===== src/logic/approx_div_macros.svh =====
`ifndef APPROX_DIV_MACROS_SVH
`define APPROX_DIV_MACROS_SVH

// ******************************
// Approximation corner
// ******************************

// Cell (row i, column j) is approximate when i + j is below this value
`define DIV_APPROX_DEPTH 4

// ******************************
// Overflow result
// ******************************

`define DIV_SAT_QUOTIENT  8'hFF
`define DIV_SAT_REMAINDER 8'h00

`endif


===== src/logic/approx_div_pkg.sv =====
`default_nettype none

package approx_div_pkg;

  // ******************************
  // Operand and result widths
  // ******************************

  // Unsigned dividend, upper byte must stay below the divisor
  typedef logic [15:0] dividend_t;

  // Unsigned divisor
  typedef logic [7:0] divisor_t;

  // One quotient bit per array row
  typedef logic [7:0] quotient_t;

  // Partial remainder leaving the last row
  typedef logic [7:0] remainder_t;

endpackage : approx_div_pkg

`default_nettype wire


===== src/logic/approx_div_array.sv =====
`timescale 1ns/1ns
`default_nettype none

`include "approx_div_macros.svh"

module approx_div_array #(
  parameter int APPROX_DEPTH = `DIV_APPROX_DEPTH
) (
  input  logic                       clk,
  input  logic                       rst_n,
  input  logic                       cap_valid,
  input  approx_div_pkg::dividend_t  cap_n,
  input  approx_div_pkg::divisor_t   cap_d,
  input  logic                       cap_ovf,
  output logic                       arr_valid,
  output approx_div_pkg::quotient_t  arr_q,
  output approx_div_pkg::remainder_t arr_r,
  output logic                       arr_ovf
);

  import approx_div_pkg::*;

  quotient_t  quo_c;
  remainder_t rem_c;

  // ******************************
  // Restoring array
  // ******************************

  // Row i produces quotient bit i, column j subtracts divisor bit j.
  // Row 7 works on the top dividend bits, every lower row takes the
  // shifted partial remainder of the row above plus one new dividend bit.
  for (genvar i = 0; i < 8; i++) begin : g_row
    wire qb;   // Quotient bit of this row

    for (genvar j = 0; j < 8; j++) begin : g_col
      wire x;    // Minuend bit
      wire bi;   // Borrow in
      wire bo;   // Borrow out
      wire df;   // Difference
      wire ro;   // Restored output

      if (j == 0) begin : g_lsb
        assign x  = cap_n[i];   // New dividend bit enters here
        assign bi = 1'b0;
      end else if (i == 7) begin : g_top
        assign x  = cap_n[7 + j];
        assign bi = g_col[j - 1].bo;
      end else begin : g_mid
        assign x  = g_row[i + 1].g_col[j - 1].ro;
        assign bi = g_col[j - 1].bo;
      end

      if (i + j < APPROX_DEPTH) begin : g_apx
        // Borrow chain cut, divisor bit ignored
        assign bo = 1'b0;
        assign df = x & ~bi;
      end else begin : g_exa
        assign bo = (~x & cap_d[j]) | (~(x ^ cap_d[j]) & bi);
        assign df = x ^ cap_d[j] ^ bi;
      end

      assign ro = qb ? df : x;   // Keep minuend when subtraction fails
    end

    if (i == 7) begin : g_qtop
      assign qb = cap_n[15] | ~g_col[7].bo;
    end else begin : g_qmid
      assign qb = g_row[i + 1].g_col[7].ro | ~g_col[7].bo;
    end
  end

  for (genvar k = 0; k < 8; k++) begin : g_out
    assign quo_c[k] = g_row[k].qb;
    assign rem_c[k] = g_row[0].g_col[k].ro;   // Remainder leaves row 0
  end

  // ******************************
  // Pipeline register
  // ******************************

  always_ff @(posedge clk) begin
    if (!rst_n) begin
      arr_valid <= 1'b0;
    end else begin
      arr_valid <= cap_valid;
    end
  end

  always_ff @(posedge clk) begin
    if (cap_valid) begin
      arr_q   <= quo_c;
      arr_r   <= rem_c;
      arr_ovf <= cap_ovf;   // Forwarded for saturation downstream
    end
  end

  // One cycle through the array, never dropped or repeated
  a_valid_follow: assert property (
    @(posedge clk) disable iff (!rst_n)
    arr_valid == $past(cap_valid)
  );

endmodule : approx_div_array

`default_nettype wire


===== src/logic/approx_div_top.sv =====
`timescale 1ns/1ns
`default_nettype none

module approx_div_top (
  input  logic                       clk,
  input  logic                       rst_n,
  input  logic                       start,
  input  approx_div_pkg::dividend_t  n,
  input  approx_div_pkg::divisor_t   d,
  output logic                       done,
  output approx_div_pkg::quotient_t  q,
  output approx_div_pkg::remainder_t r,
  output logic                       ovf
);

  import approx_div_pkg::*;

  // Capture to array
  logic       cap_valid;
  dividend_t  cap_n;
  divisor_t   cap_d;
  logic       cap_ovf;

  // Array to result
  logic       arr_valid;
  quotient_t  arr_q;
  remainder_t arr_r;
  logic       arr_ovf;

  div_operand_capture u_capture (
    .clk       (clk),
    .rst_n     (rst_n),
    .start     (start),
    .n         (n),
    .d         (d),
    .cap_valid (cap_valid),
    .cap_n     (cap_n),
    .cap_d     (cap_d),
    .cap_ovf   (cap_ovf)
  );

  approx_div_array u_array (
    .clk       (clk),
    .rst_n     (rst_n),
    .cap_valid (cap_valid),
    .cap_n     (cap_n),
    .cap_d     (cap_d),
    .cap_ovf   (cap_ovf),
    .arr_valid (arr_valid),
    .arr_q     (arr_q),
    .arr_r     (arr_r),
    .arr_ovf   (arr_ovf)
  );

  div_result_stage u_result (
    .clk       (clk),
    .rst_n     (rst_n),
    .arr_valid (arr_valid),
    .arr_q     (arr_q),
    .arr_r     (arr_r),
    .arr_ovf   (arr_ovf),
    .done      (done),
    .q         (q),
    .r         (r),
    .ovf       (ovf)
  );

endmodule : approx_div_top

`default_nettype wire


===== src/logic/div_operand_capture.sv =====
`timescale 1ns/1ns
`default_nettype none

module div_operand_capture (
  input  logic                      clk,
  input  logic                      rst_n,
  input  logic                      start,
  input  approx_div_pkg::dividend_t n,
  input  approx_div_pkg::divisor_t  d,
  output logic                      cap_valid,
  output approx_div_pkg::dividend_t cap_n,
  output approx_div_pkg::divisor_t  cap_d,
  output logic                      cap_ovf
);

  import approx_div_pkg::*;

  divisor_t n_hi;   // Upper dividend byte
  logic     ovf_c;

  assign n_hi  = n[15:8];
  assign ovf_c = (n_hi >= d);   // Quotient would not fit, covers d == 0

  // ******************************
  // Valid flag
  // ******************************

  always_ff @(posedge clk) begin
    if (!rst_n) begin
      cap_valid <= 1'b0;
    end else begin
      cap_valid <= start;
    end
  end

  // ******************************
  // Operand registers
  // ******************************

  always_ff @(posedge clk) begin
    if (start) begin
      cap_n   <= n;
      cap_d   <= d;
      cap_ovf <= ovf_c;
    end
  end

  // A zero divisor must never reach the array as a normal operation
  a_zero_div_ovf: assert property (
    @(posedge clk) disable iff (!rst_n)
    (cap_valid && (cap_d == '0)) |-> cap_ovf
  );

endmodule : div_operand_capture

`default_nettype wire


===== src/logic/div_result_stage.sv =====
`timescale 1ns/1ns
`default_nettype none

`include "approx_div_macros.svh"

module div_result_stage (
  input  logic                       clk,
  input  logic                       rst_n,
  input  logic                       arr_valid,
  input  approx_div_pkg::quotient_t  arr_q,
  input  approx_div_pkg::remainder_t arr_r,
  input  logic                       arr_ovf,
  output logic                       done,
  output approx_div_pkg::quotient_t  q,
  output approx_div_pkg::remainder_t r,
  output logic                       ovf
);

  import approx_div_pkg::*;

  quotient_t  q_next;
  remainder_t r_next;

  // Overflowed results are replaced by fixed values
  assign q_next = arr_ovf ? `DIV_SAT_QUOTIENT : arr_q;
  assign r_next = arr_ovf ? `DIV_SAT_REMAINDER : arr_r;

  // ******************************
  // Output registers
  // ******************************

  always_ff @(posedge clk) begin
    if (!rst_n) begin
      done <= 1'b0;
      q    <= '0;
      r    <= '0;
      ovf  <= 1'b0;
    end else begin
      done <= arr_valid;   // Single cycle strobe per result
      if (arr_valid) begin
        q   <= q_next;
        r   <= r_next;
        ovf <= arr_ovf;
      end
    end
  end

  // Back to back done only for back to back results
  a_done_pulse: assert property (
    @(posedge clk) disable iff (!rst_n)
    (done && $past(done)) |-> ($past(arr_valid) && $past(arr_valid, 2))
  );

endmodule : div_result_stage

`default_nettype wire


===== config.mk =====
export PLATFORM = sky130hd
export DESIGN_NAME = approx_div_top
export DESIGN_NICKNAME = d
export VERILOG_FILES = /design/src/logic/approx_div_pkg.sv /design/src/logic/approx_div_array.sv /design/src/logic/approx_div_top.sv /design/src/logic/div_operand_capture.sv /design/src/logic/div_result_stage.sv
export VERILOG_INCLUDE_DIRS = /design/src /design/src/logic
export SDC_FILE = /design/constraint.sdc
export NUM_CORES = 1
export LEC_CHECK = 0
export ABC_AREA = 1
export BUFFER_PORTS_ARGS = -buffer_cell sky130_fd_sc_hd__buf_2
export CAP_MARGIN = 30
export CORE_MARGIN = 2
export CORE_UTILIZATION = 55
export DETAILED_ROUTE_END_ITERATION = 8
export PLACE_DENSITY = 0.78
export SYNTH_ARGS = -nofsm -noshare
export SYNTH_HDL_FRONTEND = slang
export SYNTH_HIERARCHICAL = 1
export SYNTH_SLANG_ARGS = --single-unit

===== constraint.sdc =====
create_clock -name clk -period 21.7 [get_ports clk]
set_input_delay 1.085 -clock clk [delete_from_list [all_inputs] [get_ports clk]]
set_output_delay 1.085 -clock clk [all_outputs]
set_load 0.005 [all_outputs]

Word level (Yosys, flattened, before mapping)
Cells that the tools add are included.
Operators by class
  $lt $le $gt $ge: 1
  multiplexer cells: 56
  bitwise operators: 362
Operators with widths (count)
  $not 1->1: 108
  $and 1x1->1: 100
  $xor 1x1->1: 100
  $mux 1: 54
  $or 1x1->1: 54
  $mux 8: 2
  $ge 8x8->1: 1
Word-level totals
  bits in registers: 62
  input port bits: 27
  output and inout bits: 18
  logic and storage cells: 431

Depth between registers and ports, before layout
  word-level depth: 132
  mapped depth: 93
  depth with buffers taken out: 87

By module
Netlist, hierarchy kept.
Modules (own cells, without submodules)
  approx_div_array: times used 1, cells each 428, area an instance 3271.9 um2, sequential area each 530.5 um2
  div_operand_capture: times used 1, cells each 63, area an instance 993.5 um2, sequential area each 770.7 um2
  div_result_stage: times used 1, cells each 79, area an instance 641.9 um2, sequential area each 360.3 um2

Worst setup path after synthesis
Ideal clock, no wire load.
  kind: register to register
  start point: register u_capture.cap_n[7]
  end point: register u_array.arr_r[6], data pin
  arrival time: 21395 ps
  setup slack: 52 ps
  stages on the path, launching flop included: 92
  clock period less this slack: 21648 ps
  cell sequence: edfxtp_1 inv_1 ha_1 inv_1 fa_1 fa_1 fa_1 fa_1 fa_1 fa_1 fa_1 nor2_4 buf_6 nand2_1 nand2_1 fa_1 inv_1 fa_1 [... 56 more ...] inv_1 ha_1 fa_1 fa_1 fa_1 fa_1 nand3_1 nand2_1 inv_1 ha_1 fa_1 inv_1 fa_1 fa_1 inv_1 nand3_2 nand2_1 nand2_1
Between the ends
  cells in the longest elaborated chain, start to end: 132
  elaborated cells between the ends (all ways): 373
RTL lines
  from (decl): line div_operand_capture.sv:11  | output approx_div_pkg::dividend_t cap_n,
  from (signal assigned): line div_operand_capture.sv:42  | cap_n <= n;
  $not 1->1: line approx_div_array.sv:59  | assign bo = (~x & cap_d[j]) | (~(x ^ cap_d[j]) & bi);
  $and 1x1->1 (2 in a row): line approx_div_array.sv:59
  $or 1x1->1: line approx_div_array.sv:59
  $and 1x1->1: line approx_div_array.sv:59
  $or 1x1->1: line approx_div_array.sv:59
  $and 1x1->1: line approx_div_array.sv:59
  $or 1x1->1: line approx_div_array.sv:59
  $and 1x1->1: line approx_div_array.sv:59
  [... 28 more ...]
  via u_array.g_row[6].qb: line approx_div_array.sv:34  | wire qb;
  [... 19 more ...]
  via u_array.g_row[5].qb: line approx_div_array.sv:34
  [... 19 more ...]
  via u_array.g_row[4].qb: line approx_div_array.sv:34
  [... 17 more ...]
  via u_array.g_row[3].qb: line approx_div_array.sv:34
  [... 15 more ...]
  via u_array.g_row[2].qb: line approx_div_array.sv:34
  [... 19 more ...]
  $or 1x1->1: line approx_div_array.sv:59
  $and 1x1->1: line approx_div_array.sv:59
  $or 1x1->1: line approx_div_array.sv:59
  $not 1->1: line approx_div_array.sv:69  | assign qb = g_row[i + 1].g_col[7].ro | ~g_col[7].bo;
  $or 1x1->1 (*): line approx_div_array.sv:69
  via u_array.g_row[0].qb: line approx_div_array.sv:34
  $mux 1 (*): line approx_div_array.sv:63  | assign ro = qb ? df : x;
  via u_array.g_row[0].g_col[6].ro: line approx_div_array.sv:41  | wire ro;
  to (signal assigned): line approx_div_array.sv:93  | arr_r <= rem_c;
  to (decl): line approx_div_array.sv:17  | output approx_div_pkg::remainder_t arr_r,
The timed path passes the listed nets; every way through them passes the cells marked *.
A chain may end at the register's enable or synchronous reset.

Worst setup path after layout
  start point: register u_capture.cap_n[7]
  end point: register u_array.arr_r[7], data pin
Between the ends
  cells in the longest elaborated chain, start to end: 132
  elaborated cells between the ends (all ways): 373
RTL lines (line)
  $not 1->1: approx_div_array.sv:59
  $and 1x1->1 (2 in a row): approx_div_array.sv:59
  $or 1x1->1: approx_div_array.sv:59
  $and 1x1->1: approx_div_array.sv:59
  $or 1x1->1: approx_div_array.sv:59
  $and 1x1->1: approx_div_array.sv:59
  $or 1x1->1: approx_div_array.sv:59
  $and 1x1->1: approx_div_array.sv:59
  [... 98 more ...]
  via u_array.g_row[2].qb: approx_div_array.sv:34
  [... 19 more ...]
  $or 1x1->1: approx_div_array.sv:59
  $and 1x1->1: approx_div_array.sv:59
  $or 1x1->1: approx_div_array.sv:59
  $not 1->1: approx_div_array.sv:69
  $or 1x1->1 (*): approx_div_array.sv:69
  via u_array.g_row[0].qb: approx_div_array.sv:34
  $mux 1 (*): approx_div_array.sv:63
  via u_array.g_row[0].g_col[7].ro: approx_div_array.sv:41
Marked as above.

==> qor.csv <==
stage,metric,value,unit
setup_path,CP required,21810,ps
synth,Synth area leader,edfxtp_1,
cells_and_area,"leading cell types in the layout, fill and taps excluded","nand2_1 (168), inv_1 (106), nand3_1 (66)",
detailed_routing,DRC Markers,0,
setup_path,R2R Setup Slk,810,ps
timing,part of the cycle the worst path needs,96.3,%
detailed_routing,initial DRC count,275,
clock_network,H-tree depth,3,
timing,Setup Skew,17.0,ps
floorplanning,FP Rows,34,
floorplanning,Die Ht,98.5,um
clock_network,CTS tree,built,
place,GPL Wtd Cong,0.920,
synth,synthesized area,4910,um^2
setup_path,WP data arrival,21000,ps
setup_path,"slowest stage delay, CP",410,ps
clock_network,Worst-path clk slew,80,ps
grt,initial antenna violation count,0,
floorplanning,Core Box Area,8680,um^2
synth,largest cells by area after synthesis,"edfxtp_1 (26%), fa_1 (19%), nand2_1 (13%), inv_1 (8.3%), dfxtp_1 (8.2%)",
clock_network,Clock Tree Root,clkbuf_8,
setup_path,startpoint type of the worst setup path,flip-flop,
floorplanning,die area,9690,um^2
clock_network,cts bufs inserted,9,
detailed_routing,via count,3886,
clock_network,CTS Sinks,62,
timing,Slew Limit Fails,0,
place,PortBufs,44,
clock_network,CTS Buffer Depth,2,
synth,Mean Syn Cell Area,8.61,um^2
detailed_routing,ANT nets after route,0,
grt,All-Layer GR Usage,23.3,%
synth,Post-Synthesis Cells,570,
synth,Synth cell types,23,
detailed_routing,router iterations before antenna repair,7,
setup_path,"Buf+Inv Stages, Crit Path",11,
synth,#FFs+latches synth,62,
timing,Worst Max-Slew Pin Slew,801,ps
timing,crit path time final,20890,ps
floorplanning,die width,98.5,um
timing,Setup-failing EPs final,0,
setup_path,most used cell along the critical path,fa_1,
cells_and_area,share of cells above drive strength 1,23.1,%
detailed_routing,DR WL/cell,14.3,um
detailed_routing,vias per cell,5.26,
timing,"Hold Vio Cnt, Final",0,
grt,gr ovfl total,0,
cells_and_area,nets,715,
timing,Max-slew headroom,46.5,%
setup_path,slowest CP cell,fa_1,
run_status,status,"complete, no violations",
place,placed insts,714,
place,HPWL Detailed,8.21,mm
cells_and_area,fin cells,739,
cells_and_area,Antenna diodes,0,
synth,Post-Syn Nets,659,
grt,vias in the first global route,3915,
detailed_routing,drt total wl,10.6,mm
floorplanning,# IOs,45,
job,max cap viols,0,
grt,largest net degree at the start of global routing,27,
setup_path,critical path's top delay family,adder cells,
timing,f_max,47.9,MHz
clock_network,worst skew pair latency,360,ps
setup_path,CP Max Fanout,6,
floorplanning,Initial Util,56.5,%
setup_path,critical path class,flip-flop to flip-flop,
grt,first-pass GRT wire length,17.8,mm
cells_and_area,area grow syn2layout,11.9,%
hold_path,worst hold path type,flip-flop to flip-flop,
synth,top-area cell type share of the netlist area,25.7,%
timing,RSZ-0062 raised after global routing,no,
clock_network,cts hold-fix bufs,0,
synth,sequential fraction of the synthesis area,33.9,%
synth,Synth Warn #,6,
timing,Hold WS,416,ps
setup_path,CP endpoint kind,flip-flop,
cells_and_area,Final Core Density,63.3,%
cells_and_area,"commonest non-fill, non-tap cell in the layout",nand2_1,
cells by family (layout without fill, tap and decap cells):
logic type	Yosys count	count (layout)	share of synthesized area [%]
fa+ha+maj	62	62	22.8
buf+inv	129	190	11.8
simple gates	296	296	29.1
compound gates	21	21	2.45
flops	62	62	33.9
timing repair:
action,4_1_cts,5_1_grt
endpoints found under the hold margin,0,0
resized for setup,7,16
setup buffers,3,6
pin swaps,2,4
setup endpoints to repair,5,5
layer usage:
layer  wire length, um  up-vias  global-route usage, %  part of all wire [%]
li1                  -     1876                      -                     -
met1              4050     1838                   27.6                    38
met2              5710      145                   42.1                    54
met3               554       27                   4.40                   5.2
met4               249        0                   9.06                   2.4
met5                 0        -                      0                     0
path summary, 6_finish.rpt:
path                                                   start                    endpoint  depth (start not counted)
worst max-delay path            u_capture/cap_n[7]$_DFFE_PP_  u_array/arr_r[7]$_DFFE_PP_                         85
worst min register to register  u_capture/cap_n[2]$_DFFE_PP_  u_array/arr_r[2]$_DFFE_PP_                          0
worst min-delay path            u_capture/cap_n[2]$_DFFE_PP_  u_array/arr_r[2]$_DFFE_PP_                          0
worst max register to register  u_capture/cap_n[7]$_DFFE_PP_  u_array/arr_r[7]$_DFFE_PP_                         85
per-stage QoR:
step / setup slack [ps] / setup TNS, ps / area [um^2]
2_1_floorplan: 51.6 / 0 / 4910
3_3_place_gp: 86.0 / 0 / 5170
3_5_place_dp: -390 / -1800 / 5170
4_1_cts: 35.0 / 0 / 5410
5_1_grt: 13.3 / 0 / 5490
6_report: 812 / 0 / 5490
cell type report:
class,instances,area [um^2]
flip-flops and latches,62,1660
clock inverters,6,48.8
clock buffers,10,149
multi-input cells,379,2720
inverters,112,420
fillers,717,3190
repair buffers,62,359
well taps,108,135
cell usage after synthesis, drive strengths merged:
cell type	count
a21o	1
a21oi	11
buf	17
dfxtp	20
edfxtp	42
fa	46
ha	16
inv	112
nand2	192
nand3	82
nand4	2
nor2	20
o21ai	9
registers in the layout, summed over array words and instances, names as in the netlist, 8 cells and up:
signal           cells
u_result/r           8
u_result/q           8
u_capture/cap_d      8
u_capture/cap_n     16
u_array/arr_r        8
u_array/arr_q        8
Power is not shown: default switching activity piles up to over one toggle a cycle in this logic, so the estimate is an artifact.
